[src/hdl/uart_test_pkg.sv]
package uart_test_pkg;

    // ################################################
    // serial frame layout
    // ################################################

    // width of one data byte.
    localparam int DATA_BITS = 8;

    // start bit, eight data bits, even parity bit and one stop bit.
    localparam int FRAME_BITS = 11;

    // ################################################
    // command bytes and control states
    // ################################################

    // the declaration order is also the order in which the bytes are sent.
    typedef enum logic [DATA_BITS-1:0] {
        CMD_TURN_ON  = 8'hEE,
        CMD_TURN_OFF = 8'h55,
        CMD_TOGGLE   = 8'hC3
    } cmd_opcode_e;

    typedef enum logic [1:0] {
        ST_IDLE,
        ST_SEND,
        ST_WAIT_ECHO,
        ST_GAP
    } ctrl_state_e;

endpackage
[src/hdl/uart_byte_if.sv]
interface uart_byte_if;
    import uart_test_pkg::*;

    // transmit side, one byte per tx_start pulse.
    logic [DATA_BITS-1:0] tx_data;
    logic                 tx_start;
    logic                 tx_busy;

    // receive side, rx_data and parity_error are valid with rx_done.
    logic [DATA_BITS-1:0] rx_data;
    logic                 rx_done;
    logic                 parity_error;

    modport ctrl (
        output tx_data, tx_start,
        input  tx_busy, rx_data, rx_done, parity_error
    );

    modport tx (
        input  tx_data, tx_start,
        output tx_busy
    );

    modport rx (
        output rx_data, rx_done, parity_error
    );

endinterface

[src/hdl/uart_loop_top.sv]
module uart_loop_top #(
    parameter int CLKS_PER_BIT = 417,
    parameter int ECHO_TIMEOUT = 48000,
    parameter int GAP_CLKS     = 24000000
) (
    input  logic       clk,
    input  logic       rst_n,
    input  logic       run,
    input  logic       rx,
    output logic       tx,
    output logic       active,
    output logic       pass,
    output logic       fail,
    output logic [7:0] match_count
);

    // ################################################
    // byte-level link between controller and engines
    // ################################################

    uart_byte_if bus_if ();

    loop_test_ctrl #(
        .ECHO_TIMEOUT (ECHO_TIMEOUT),
        .GAP_CLKS     (GAP_CLKS)
    ) u_ctrl (
        .clk         (clk),
        .rst_n       (rst_n),
        .run         (run),
        .bus         (bus_if.ctrl),
        .active      (active),
        .pass        (pass),
        .fail        (fail),
        .match_count (match_count)
    );

    uart_tx #(
        .CLKS_PER_BIT (CLKS_PER_BIT)
    ) u_tx (
        .clk   (clk),
        .rst_n (rst_n),
        .bus   (bus_if.tx),
        .tx    (tx)
    );

    uart_rx #(
        .CLKS_PER_BIT (CLKS_PER_BIT)
    ) u_rx (
        .clk   (clk),
        .rst_n (rst_n),
        .rx    (rx),
        .bus   (bus_if.rx)
    );

endmodule

[src/hdl/loop_test_ctrl.sv]
module loop_test_ctrl #(
    parameter int ECHO_TIMEOUT = 48000,
    parameter int GAP_CLKS     = 24000000
) (
    input  logic        clk,
    input  logic        rst_n,
    input  logic        run,
    uart_byte_if.ctrl   bus,
    output logic        active,
    output logic        pass,
    output logic        fail,
    output logic [7:0]  match_count
);
    import uart_test_pkg::*;

    localparam int CNT_MAX = (ECHO_TIMEOUT > GAP_CLKS) ? ECHO_TIMEOUT : GAP_CLKS;
    localparam int CNT_W   = $clog2(CNT_MAX + 1);
    localparam logic [CNT_W-1:0] TIMEOUT_LAST = CNT_W'(ECHO_TIMEOUT - 1);
    localparam logic [CNT_W-1:0] GAP_LAST     = CNT_W'(GAP_CLKS - 1);

    ctrl_state_e      state;
    logic [CNT_W-1:0] cnt;
    logic [1:0]       cmd_idx;
    cmd_opcode_e      next_cmd;
    cmd_opcode_e      expected;
    logic             busy_q;
    logic             tx_fall;
    logic             echo_pend;
    logic             echo_pend_ok;
    logic             rx_match;
    logic             echo_valid;
    logic             echo_good;

    always_comb begin
        case (cmd_idx)
            2'd1:    next_cmd = CMD_TURN_OFF;
            2'd2:    next_cmd = CMD_TOGGLE;
            default: next_cmd = CMD_TURN_ON;
        endcase
    end

    // the transmitter takes the byte on the tx_start cycle, when expected is already loaded.
    assign bus.tx_data = expected;
    assign tx_fall     = busy_q && !bus.tx_busy;
    assign rx_match    = bus.rx_done && !bus.parity_error && (bus.rx_data == expected);
    assign echo_valid  = echo_pend || bus.rx_done;
    assign echo_good   = echo_pend ? echo_pend_ok : rx_match;
    assign active      = (state == ST_SEND) || (state == ST_WAIT_ECHO);

    // ################################################
    // exchange sequencing
    // ################################################

    always_ff @(posedge clk or negedge rst_n) begin
        if (!rst_n) begin
            state        <= ST_IDLE;
            cnt          <= '0;
            cmd_idx      <= 2'd0;
            expected     <= CMD_TURN_ON;
            bus.tx_start <= 1'b0;
            busy_q       <= 1'b0;
            echo_pend    <= 1'b0;
            echo_pend_ok <= 1'b0;
            pass         <= 1'b0;
            fail         <= 1'b0;
            match_count  <= 8'd0;
        end else begin
            bus.tx_start <= 1'b0;
            busy_q       <= bus.tx_busy;

            case (state)
                ST_IDLE: begin
                    if (run) begin
                        state        <= ST_SEND;
                        bus.tx_start <= 1'b1;
                        expected     <= next_cmd;
                    end
                end

                ST_SEND: begin
                    // on a direct loopback the stop bit is sampled before busy drops,
                    // so the echo is held until the wait state resolves it.
                    if (bus.rx_done && !echo_pend) begin
                        echo_pend    <= 1'b1;
                        echo_pend_ok <= rx_match;
                    end
                    if (tx_fall) begin
                        state <= ST_WAIT_ECHO;
                        cnt   <= '0;
                    end
                end

                ST_WAIT_ECHO: begin
                    if (echo_valid || cnt == TIMEOUT_LAST) begin
                        state     <= ST_GAP;
                        cnt       <= '0;
                        echo_pend <= 1'b0;
                        cmd_idx   <= (cmd_idx == 2'd2) ? 2'd0 : cmd_idx + 2'd1;
                        if (echo_valid && echo_good) begin
                            pass        <= 1'b1;
                            fail        <= 1'b0;
                            match_count <= match_count + 8'd1;
                        end else begin
                            pass <= 1'b0;
                            fail <= 1'b1;
                        end
                    end else begin
                        cnt <= cnt + 1'b1;
                    end
                end

                ST_GAP: begin
                    if (cnt == GAP_LAST) begin
                        cnt <= '0;
                        if (run) begin
                            state        <= ST_SEND;
                            bus.tx_start <= 1'b1;
                            expected     <= next_cmd;
                        end else begin
                            state <= ST_IDLE;
                        end
                    end else begin
                        cnt <= cnt + 1'b1;
                    end
                end

                default: state <= ST_IDLE;
            endcase
        end
    end

    pass_fail_exclusive: assert property (
        @(posedge clk) disable iff (!rst_n) !(pass && fail)
    );

endmodule

[src/hdl/uart_rx.sv]
module uart_rx #(
    parameter int CLKS_PER_BIT = 417
) (
    input  logic     clk,
    input  logic     rst_n,
    input  logic     rx,
    uart_byte_if.rx  bus
);
    import uart_test_pkg::*;

    typedef enum logic [1:0] {
        RX_IDLE,
        RX_START,
        RX_BITS,
        RX_STOP
    } rx_state_e;

    localparam int CNT_W = $clog2(CLKS_PER_BIT);
    localparam int IDX_W = $clog2(FRAME_BITS);
    localparam logic [CNT_W-1:0] HALF_LAST = CNT_W'(CLKS_PER_BIT / 2 - 1);
    localparam logic [CNT_W-1:0] FULL_LAST = CNT_W'(CLKS_PER_BIT - 1);
    // data bits and the parity bit are counted, start and stop are not.
    localparam logic [IDX_W-1:0] PARITY_IDX = IDX_W'(FRAME_BITS - 3);
    localparam logic [IDX_W-1:0] DATA_END   = IDX_W'(DATA_BITS);

    rx_state_e            state;
    logic                 rx_s1;
    logic                 rx_s2;
    logic                 rx_prev;
    logic [CNT_W-1:0]     clk_cnt;
    logic [IDX_W-1:0]     bit_cnt;
    logic                 parity_acc;
    logic [DATA_BITS-1:0] data_sr;
    logic                 bit_tick;

    assign bit_tick = (clk_cnt == FULL_LAST);

    // ################################################
    // frame detection and sampling
    // ################################################

    always_ff @(posedge clk or negedge rst_n) begin
        if (!rst_n) begin
            rx_s1            <= 1'b1;
            rx_s2            <= 1'b1;
            rx_prev          <= 1'b1;
            state            <= RX_IDLE;
            clk_cnt          <= '0;
            bit_cnt          <= '0;
            parity_acc       <= 1'b0;
            bus.rx_done      <= 1'b0;
            bus.parity_error <= 1'b0;
        end else begin
            rx_s1       <= rx;
            rx_s2       <= rx_s1;
            rx_prev     <= rx_s2;
            bus.rx_done <= 1'b0;

            case (state)
                RX_IDLE: begin
                    if (rx_prev && !rx_s2) begin
                        state   <= RX_START;
                        clk_cnt <= '0;
                    end
                end

                RX_START: begin
                    if (clk_cnt == HALF_LAST) begin
                        clk_cnt <= '0;
                        // a line that is high again by mid start bit was only a glitch.
                        if (!rx_s2) begin
                            state      <= RX_BITS;
                            bit_cnt    <= '0;
                            parity_acc <= 1'b0;
                        end else begin
                            state <= RX_IDLE;
                        end
                    end else begin
                        clk_cnt <= clk_cnt + 1'b1;
                    end
                end

                RX_BITS: begin
                    if (bit_tick) begin
                        clk_cnt    <= '0;
                        parity_acc <= parity_acc ^ rx_s2;
                        if (bit_cnt == PARITY_IDX) begin
                            state <= RX_STOP;
                        end else begin
                            bit_cnt <= bit_cnt + 1'b1;
                        end
                    end else begin
                        clk_cnt <= clk_cnt + 1'b1;
                    end
                end

                RX_STOP: begin
                    if (bit_tick) begin
                        clk_cnt <= '0;
                        state   <= RX_IDLE;
                        // with even parity the running xor over data and parity is zero.
                        if (rx_s2) begin
                            bus.rx_done      <= 1'b1;
                            bus.parity_error <= parity_acc;
                        end
                    end else begin
                        clk_cnt <= clk_cnt + 1'b1;
                    end
                end

                default: state <= RX_IDLE;
            endcase
        end
    end

    // data arrives LSB first and is shifted in from the top.
    always_ff @(posedge clk) begin
        if (state == RX_BITS && bit_tick && bit_cnt < DATA_END) begin
            data_sr <= {rx_s2, data_sr[DATA_BITS-1:1]};
        end
        if (state == RX_STOP && bit_tick && rx_s2) begin
            bus.rx_data <= data_sr;
        end
    end

    single_cycle_done: assert property (
        @(posedge clk) disable iff (!rst_n) bus.rx_done |=> !bus.rx_done
    );

endmodule

[src/hdl/uart_tx.sv]
module uart_tx #(
    parameter int CLKS_PER_BIT = 417
) (
    input  logic     clk,
    input  logic     rst_n,
    uart_byte_if.tx  bus,
    output logic     tx
);
    import uart_test_pkg::*;

    localparam int CNT_W = $clog2(CLKS_PER_BIT);
    localparam int IDX_W = $clog2(FRAME_BITS);
    localparam logic [CNT_W-1:0] CNT_LAST = CNT_W'(CLKS_PER_BIT - 1);
    localparam logic [IDX_W-1:0] IDX_LAST = IDX_W'(FRAME_BITS - 1);

    // bits still to go after the start bit, LSB leaves first.
    logic [FRAME_BITS-2:0] frame_sr;
    logic [CNT_W-1:0]      clk_cnt;
    logic [IDX_W-1:0]      bit_idx;
    logic                  accept;
    logic                  bit_end;

    assign accept  = !bus.tx_busy && bus.tx_start;
    assign bit_end = bus.tx_busy && (clk_cnt == CNT_LAST);

    // ################################################
    // frame sequencing
    // ################################################

    always_ff @(posedge clk or negedge rst_n) begin
        if (!rst_n) begin
            bus.tx_busy <= 1'b0;
            tx          <= 1'b1;
            clk_cnt     <= '0;
            bit_idx     <= '0;
        end else if (accept) begin
            // the start bit goes out on the cycle after the request.
            bus.tx_busy <= 1'b1;
            tx          <= 1'b0;
            clk_cnt     <= '0;
            bit_idx     <= '0;
        end else if (bit_end) begin
            clk_cnt <= '0;
            if (bit_idx == IDX_LAST) begin
                bus.tx_busy <= 1'b0;
                tx          <= 1'b1;
            end else begin
                bit_idx <= bit_idx + 1'b1;
                tx      <= frame_sr[0];
            end
        end else if (bus.tx_busy) begin
            clk_cnt <= clk_cnt + 1'b1;
        end
    end

    // stop bit, even parity and data, loaded when the byte is accepted.
    always_ff @(posedge clk) begin
        if (accept) begin
            frame_sr <= {1'b1, ^bus.tx_data, bus.tx_data};
        end else if (bit_end) begin
            frame_sr <= {1'b1, frame_sr[FRAME_BITS-2:1]};
        end
    end

    // ################################################
    // checks
    // ################################################

    idle_line_high: assert property (
        @(posedge clk) disable iff (!rst_n) !bus.tx_busy |-> tx
    );

    // the controller must never request a byte while a frame is on the line.
    no_start_when_busy: assert property (
        @(posedge clk) disable iff (!rst_n) bus.tx_busy |-> !bus.tx_start
    );

endmodule

[config.mk]
export PLATFORM = sky130hd
export DESIGN_NAME = uart_loop_top
export DESIGN_NICKNAME = d
export VERILOG_FILES = /design/src/hdl/uart_test_pkg.sv /design/src/hdl/uart_byte_if.sv /design/src/hdl/uart_loop_top.sv /design/src/hdl/loop_test_ctrl.sv /design/src/hdl/uart_rx.sv /design/src/hdl/uart_tx.sv
export SDC_FILE = /design/constraint.sdc
export NUM_CORES = 1
export LEC_CHECK = 0
export ABC_CLOCK_PERIOD_IN_PS = 5300
export BUFFER_PORTS_ARGS = -buffer_cell sky130_fd_sc_hd__buf_2
export CORE_MARGIN = 2
export CORE_UTILIZATION = 55
export CTS_CLUSTER_SIZE = 40
export DETAILED_ROUTE_END_ITERATION = 16
export PLACE_DENSITY_LB_ADDON = 0.05
export REMOVE_ABC_BUFFERS = 1
export SYNTH_ARGS = -nofsm -noshare
export SYNTH_HDL_FRONTEND = slang
export SYNTH_SLANG_ARGS = --single-unit
[constraint.sdc]
create_clock -name clk -period 5.3 [get_ports clk]
set_input_delay 1.06 -clock clk [delete_from_list [all_inputs] [get_ports clk]]
set_output_delay 1.06 -clock clk [all_outputs]
set_load 0.01 [all_outputs]
After elaboration in Yosys (flattened, before gate mapping)
Cells that the tools add are included.
{"block": "classes", "addsub": 7, "magnitude_cmp": 1, "eq_ne": 29, "n_mux": 61, "n_bitwise": 1, "n_reduce_logical": 43}
{"cell": "25-bit 2-to-1 mux", "n": 3}
{"cell": "25-bit case mux with 3 select lines", "n": 1}
{"cell": "9-bit 2-to-1 mux", "n": 8}
{"cell": "8-bit case mux with 2 select lines", "n": 2}
{"cell": "4-bit 2-to-1 mux", "n": 7}
{"cell": "9-bit case mux with 3 select lines", "n": 1}
{"cell": "25-bit by 1-bit adder with 25-bit output, second input constant", "n": 1}
{"cell": "25-bit by 16-bit equality test with 1-bit output, second input constant", "n": 1}
{"cell": "25-bit equality test, second input constant", "n": 1}
{"cell": "2-bit 2-to-1 mux", "n": 11}
{"cell": "1-bit 2-to-1 mux", "n": 20}
{"cell": "9-bit by 1-bit adder with 9-bit output, second input constant", "n": 2}
{"cell": "9-bit equality test, second input constant", "n": 2}
{"cell": "8-bit 2-to-1 mux", "n": 2}
{"cell": "2-bit by 1-bit inequality test with 1-bit output, second input constant", "n": 8}
{"cell": "2-bit case mux with 4 select lines", "n": 2}
{"cell": "1-bit logical AND", "n": 12}
{"cell": "2-bit AND reduction", "n": 6}
{"cell": "2-bit equality test, second input constant", "n": 5}
{"cell": "2-bit inequality test, second input constant", "n": 5}
{"cell": "5-bit AND reduction", "n": 2}
{"cell": "2-bit nonzero test", "n": 5}
{"cell": "9-bit by 8-bit equality test with 1-bit output, second input constant", "n": 1}
{"cell": "3-bit AND reduction", "n": 3}
{"cell": "17 further kinds", "n": 31}
{"block": "totals", "register_bits": 112, "in_bits": 4}

Longest topological paths before layout
{"block": "depth", "depth_word": 6, "mapped_depth": 10, "ltp_nobuf": 8}

By module
From an unflattened synthesis, not the netlist that was laid out.
{"block": "hier_totals", "cells_unflattened": 570, "hier_area_um2": 5784.3}
{"mod": "loop_test_ctrl", "n_inst": 1, "cells_each": 306, "area_each_um2": 2891.5, "seq_area_each_um2": 1204.9}
{"mod": "uart_rx", "n_inst": 1, "cells_each": 141, "area_each_um2": 1667.8, "seq_area_each_um2": 1009.7}
{"mod": "uart_tx", "n_inst": 1, "cells_each": 123, "area_each_um2": 1224.9, "seq_area_each_um2": 646.9}

Least setup slack after synthesis
No wires, ideal clock.
{"block": "synth_timing", "path_type": "register -> register", "startpoint": "reg u_ctrl.cnt[0]", "endpoint": "reg u_ctrl.state[1]", "setup_ns": 0.125, "arrival_time_ns": 2.122, "path_slack_ns": 3.053, "stages_incl_launch_ff": 8, "n_path_buf": 0, "cell_sequence": "dfrtp_1 > ha_1 > nand4_1 > or2_0 > or3_1 > o2bb2ai_2 > a221o_1 > mux2_4"}
{"block": "synth_between", "elab_chain_len": 4}
{"element": "start: declaration", "line_no": "loop_test_ctrl.sv:22", "rtl": "logic [CNT_W-1:0] cnt;"}
{"element": "start signal: assignment", "line_no": "loop_test_ctrl.sv:108", "rtl": "cnt <= cnt + 1'b1;"}
{"element": "start signal: assignment", "line_no": "loop_test_ctrl.sv:123", "rtl": "cnt <= cnt + 1'b1;"}
{"element": "25-bit by 16-bit equality test with 1-bit output", "line_no": "loop_test_ctrl.sv:94", "rtl": "if (echo_valid || cnt == TIMEOUT_LAST) begin"}
{"element": "1-bit logical OR", "line_no": "loop_test_ctrl.sv:94"}
{"element": "2-bit inequality test (no line)"}
{"element": "4-bit AND reduction (no line) (*)"}
{"element": "end signal: assignment", "line_no": "loop_test_ctrl.sv:88", "rtl": "state <= ST_WAIT_ECHO;"}
{"element": "end signal: assignment", "line_no": "loop_test_ctrl.sv:95", "rtl": "state <= ST_GAP;"}
{"element": "end signal: assignment", "line_no": "loop_test_ctrl.sv:116", "rtl": "state <= ST_SEND;"}
{"element": "end: declaration", "line_no": "loop_test_ctrl.sv:21", "rtl": "ctrl_state_e state;"}
Every way passes the cells marked *; elsewhere a longest branch is shown, timed or not.
A chain may end at the register's enable or synchronous reset.

Final worst setup path
{"block": "layout_timing", "startpoint": "reg u_tx.clk_cnt[0]", "endpoint": "reg u_tx.frame_sr[1], enable pin"}
{"block": "layout_between", "elab_chain_len": 3}
{"element": "start: declaration", "line_no": "uart_tx.sv:18", "rtl": "logic [CNT_W-1:0] clk_cnt;"}
{"element": "start signal: assignment", "line_no": "uart_tx.sv:52", "rtl": "clk_cnt <= clk_cnt + 1'b1;"}
{"element": "9-bit equality test", "line_no": "uart_tx.sv:24", "rtl": "assign bit_end = bus.tx_busy && (clk_cnt == CNT_LAST);"}
{"element": "1-bit logical AND", "line_no": "uart_tx.sv:24"}
{"element": "2-bit nonzero test (no line)"}
{"element": "end signal: assignment", "line_no": "uart_tx.sv:59", "rtl": "frame_sr <= {1'b1, ^bus.tx_data, bus.tx_data};"}
{"element": "end signal: assignment", "line_no": "uart_tx.sv:61", "rtl": "frame_sr <= {1'b1, frame_sr[FRAME_BITS-2:1]};"}
{"element": "end: declaration", "line_no": "uart_tx.sv:17", "rtl": "logic [FRAME_BITS-2:0] frame_sr;"}
Every way passes these cells.

==> results.sh <==
export IMPL_hold_path_class="reg2reg"
export IMPL_drt_pass1_iterations=4
export IMPL_synth_top_area_cell="dfrtp_1"
export IMPL_start_util_pct=57.3
export IMPL_portBuffers=15
export IMPL_p_int_w=0.00135
export IMPL_slew_headroom_pct=21.5
export IMPL_syn_area_um2=5350
export IMPL_status="finished, final reports clean"
export IMPL_clock_latency_ns=0.37
export IMPL_wl_per_cell_um=14.5
export IMPL_required_ns=5.30
export IMPL_crit_end="u_tx.frame_sr[1]"
export IMPL_clkSinkCount=109
export IMPL_clock_fmax_mhz=374
export IMPL_cts_buffers=9
export IMPL_grt_max_degree=85
export IMPL_setup_viol=0
export IMPL_combPwrFrac_pct=30.4
export IMPL_antenna_found_initial=0
export IMPL_dieHeight_um=103
export IMPL_hold_viol=0
export IMPL_multi_input_area_um2=2370
export IMPL_ys_warn_count=0
export IMPL_grt_usage_pct=20.3
export IMPL_yosysMostFrequentCell="dfrtp_1"
export IMPL_final_util_pct=61.5
export IMPL_drv_slew=0
export IMPL_ff2ff_path_depth=5
export IMPL_cts_resized_gates=0
export IMPL_r2r_end="u_tx.frame_sr[1]"
export IMPL_synth_cells=508
export IMPL_synth_seq_area_share_pct=53.5
export IMPL_switchingPower_w=0.000792
export IMPL_cp_end_kind="flip-flop"
export IMPL_power_density_nw_per_um2=373
export IMPL_ys_ff_latch=109
export IMPL_dp_hpwl_um=6560
export IMPL_ys_flop_type="dfrtp_1"
export IMPL_core_um2=9330
export IMPL_postCtsHoldBufs=0
export IMPL_io_pins=16
export IMPL_critPathKind="reg2reg"
export IMPL_die_area_um2=10500
export IMPL_areaGrowthSynthToFinish_pct=7.23
export IMPL_rsz0062_at_grt="false"
export IMPL_htree_levels=3
export IMPL_drive_gt1_share_pct=9.79
export IMPL_tightest_slew_ns=1.17
export IMPL_ys_types=53
export IMPL_skew_ns=0.0118
export IMPL_p_clk_share_pct=21.5
export IMPL_swShare_pct=37.0
export IMPL_place_congestion=0.834
export IMPL_startpoint="u_tx.clk_cnt[0]"
export IMPL_period_minus_slack_ns=2.67
export IMPL_synth_area_leaders="dfrtp_1 (36%), edfxtp_1 (14%), ha_1 (5.4%)"
export IMPL_post_drt_via_cell_ratio=5.72
export IMPL_clk_pin_slew_ns=0.11
export IMPL_syn_avg_cell_area_um2=10.5
export IMPL_grt_pass1_vias=3753
export IMPL_synthArstFlopShare_pct=77.1
export IMPL_post_cts_buffers=0
export IMPL_wirelength_um=9550
export IMPL_register_area_um2=2860
export IMPL_vias=3777
export IMPL_synth_edf_count=25
export IMPL_cp_arrival_ns=2.67
export IMPL_drc=0
export IMPL_grt_pass1_wl_um=16900
export IMPL_synth_top_area_share_pct=36.0
export IMPL_drt_iter0_markers=142
export IMPL_ir_drop_mv=0.283
export IMPL_power_frac_seq_pct=48.1
export IMPL_cts_tree="yes"
export IMPL_maxCapViolCount=0
export IMPL_tns_ns=0
export IMPL_cts_path_max_buffers=2
export IMPL_finalCritPeriodShare_pct=50.5
export IMPL_fp_dieW_um=103
export IMPL_drtAntennaViolNets=0
export IMPL_path_max_fanout=11
export IMPL_reg2reg_slack_ns=2.63
export IMPL_cts_root_buf="clkbuf_8"
export IMPL_nNetsFinal=553
export IMPL_rows=35
export IMPL_worstSetupStartpointType="flip-flop"
export IMPL_synth_common_cells="dfrtp_1 (77), nand2_1 (56), nor2_1 (41)"
export IMPL_grt_ovfl_total=0
export IMPL_n_antenna_cell=0
export IMPL_fillers=808
export IMPL_p_leak_nw=2.58
export IMPL_r2r_start="u_tx.clk_cnt[0]"
-- state kept, by name (all words and copies together), names as in the netlist, 2 cells and up, named ones only --
| name | count |
|---|---|
| u_ctrl.cnt | 25 |
| u_tx.clk_cnt | 9 |
| u_rx.data_sr | 8 |
| u_tx.bit_idx | 4 |
| u_rx.bus.rx_data | 8 |
| u_ctrl.cmd_idx | 2 |
| u_rx.clk_cnt | 9 |
| u_rx.bit_cnt | 4 |
| u_ctrl.match_count | 8 |
| u_tx.frame_sr | 9 |
| u_ctrl.state | 2 |
| u_ctrl.bus.tx_data | 5 |
-- power groups by stage --
stage	sequential (W)	combinational [W]	clock (W)
final	0.00103	0.000650	0.000459
after global routing	0.00104	0.000744	0.000510
after global placement	0.00104	0.000633	0
after detailed placement	0.00105	0.000652	0
after floorplan	0.00102	0.000489	0
after CTS	0.00103	0.000655	0.000476
-- critical path, cell delays in order, from the launching register on --
cell and delay [ns]:
dfrtp_1 0.44, inv_1 0.08, ha_1 0.13, nor4bb_1 0.20, nand4_1 0.39, o21ai_0 1.05
-- metal layers --
metal	track usage, %	vias up	wire, µm
met5	0	-	0
met4	7.59	0	129
met3	4.54	11	358
met2	32.8	68	4470
met1	26.9	1820	4590
li1	-	1878	-
-- kinds of logic (layout without fill, tap and decap cells) --
group,Yosys count,in the layout,share of synthesized area (%)
AO/OA/AOI/OAI,105,105,13.5
flip-flops,109,109,53.5
XOR/XNOR,21,21,3.44
AND/OR/NAND/NOR,210,210,19.9
multiplexers,10,10,2.15
adder cells (fa/ha/maj),23,23,5.38
buffers and inverters,30,53,2.11
-- worst min path at each step --
stage / depth (start not counted) / from / slack (ns) / endpoint
floorplan: 0 / u_rx.rx_s1 / 0.35 / u_rx.rx_s2
global placement: 0 / u_rx.rx_s1 / 0.35 / u_rx.rx_s2
detailed placement: 0 / u_rx.rx_s1 / 0.35 / u_rx.rx_s2
CTS: 0 / u_rx.rx_s1 / 0.36 / u_rx.rx_s2
global route: 0 / u_rx.rx_s1 / 0.37 / u_rx.rx_s2
finish: 0 / u_rx.rx_s1 / 0.36 / u_rx.rx_s2
-- placed cells by master, fill, tap and decap left out, types with 7 or more instances in the layout --
master    instances
o21ai_0          39
clkbuf_8          9
ha_1             23
nand3_1          31
a22o_1           11
dfrtp_1          77
a21oi_1           8
inv_1            21
edfxtp_1         25
mux2_2            8
and2_1            7
nor2b_1           8
buf_2            14
xor2_1           15
nor2_1           41
and3_1           20
dfstp_2           7
o31ai_1          10
nand4_1          11
a31oi_1           7
nand2_1          56
-- area by class of cell --
class	count	share of cell area [%]
multi-input combinational	369	41.4
clock inverter	6	0.807
tap	129	2.81
sequential	109	49.9
inverter	21	1.37
timing repair buffer	16	1.48
clock buffer	10	2.23
-- stage by stage --
step	cells	worst slack (ns)	hold WS, ns	power (W)	area, µm²
2_1_floorplan	499	2.97	0.345	0.00151	5320
3_3_place_gp	644	2.70	0.346	0.00167	5560
3_5_place_dp	644	2.61	0.347	0.00170	5560
4_1_cts	660	2.60	0.361	0.00216	5740
5_1_grt	660	2.36	0.372	0.00230	5740
6_report	660	2.63	0.361	0.00214	5740
Note: power is estimated with default switching activity, not from simulation.
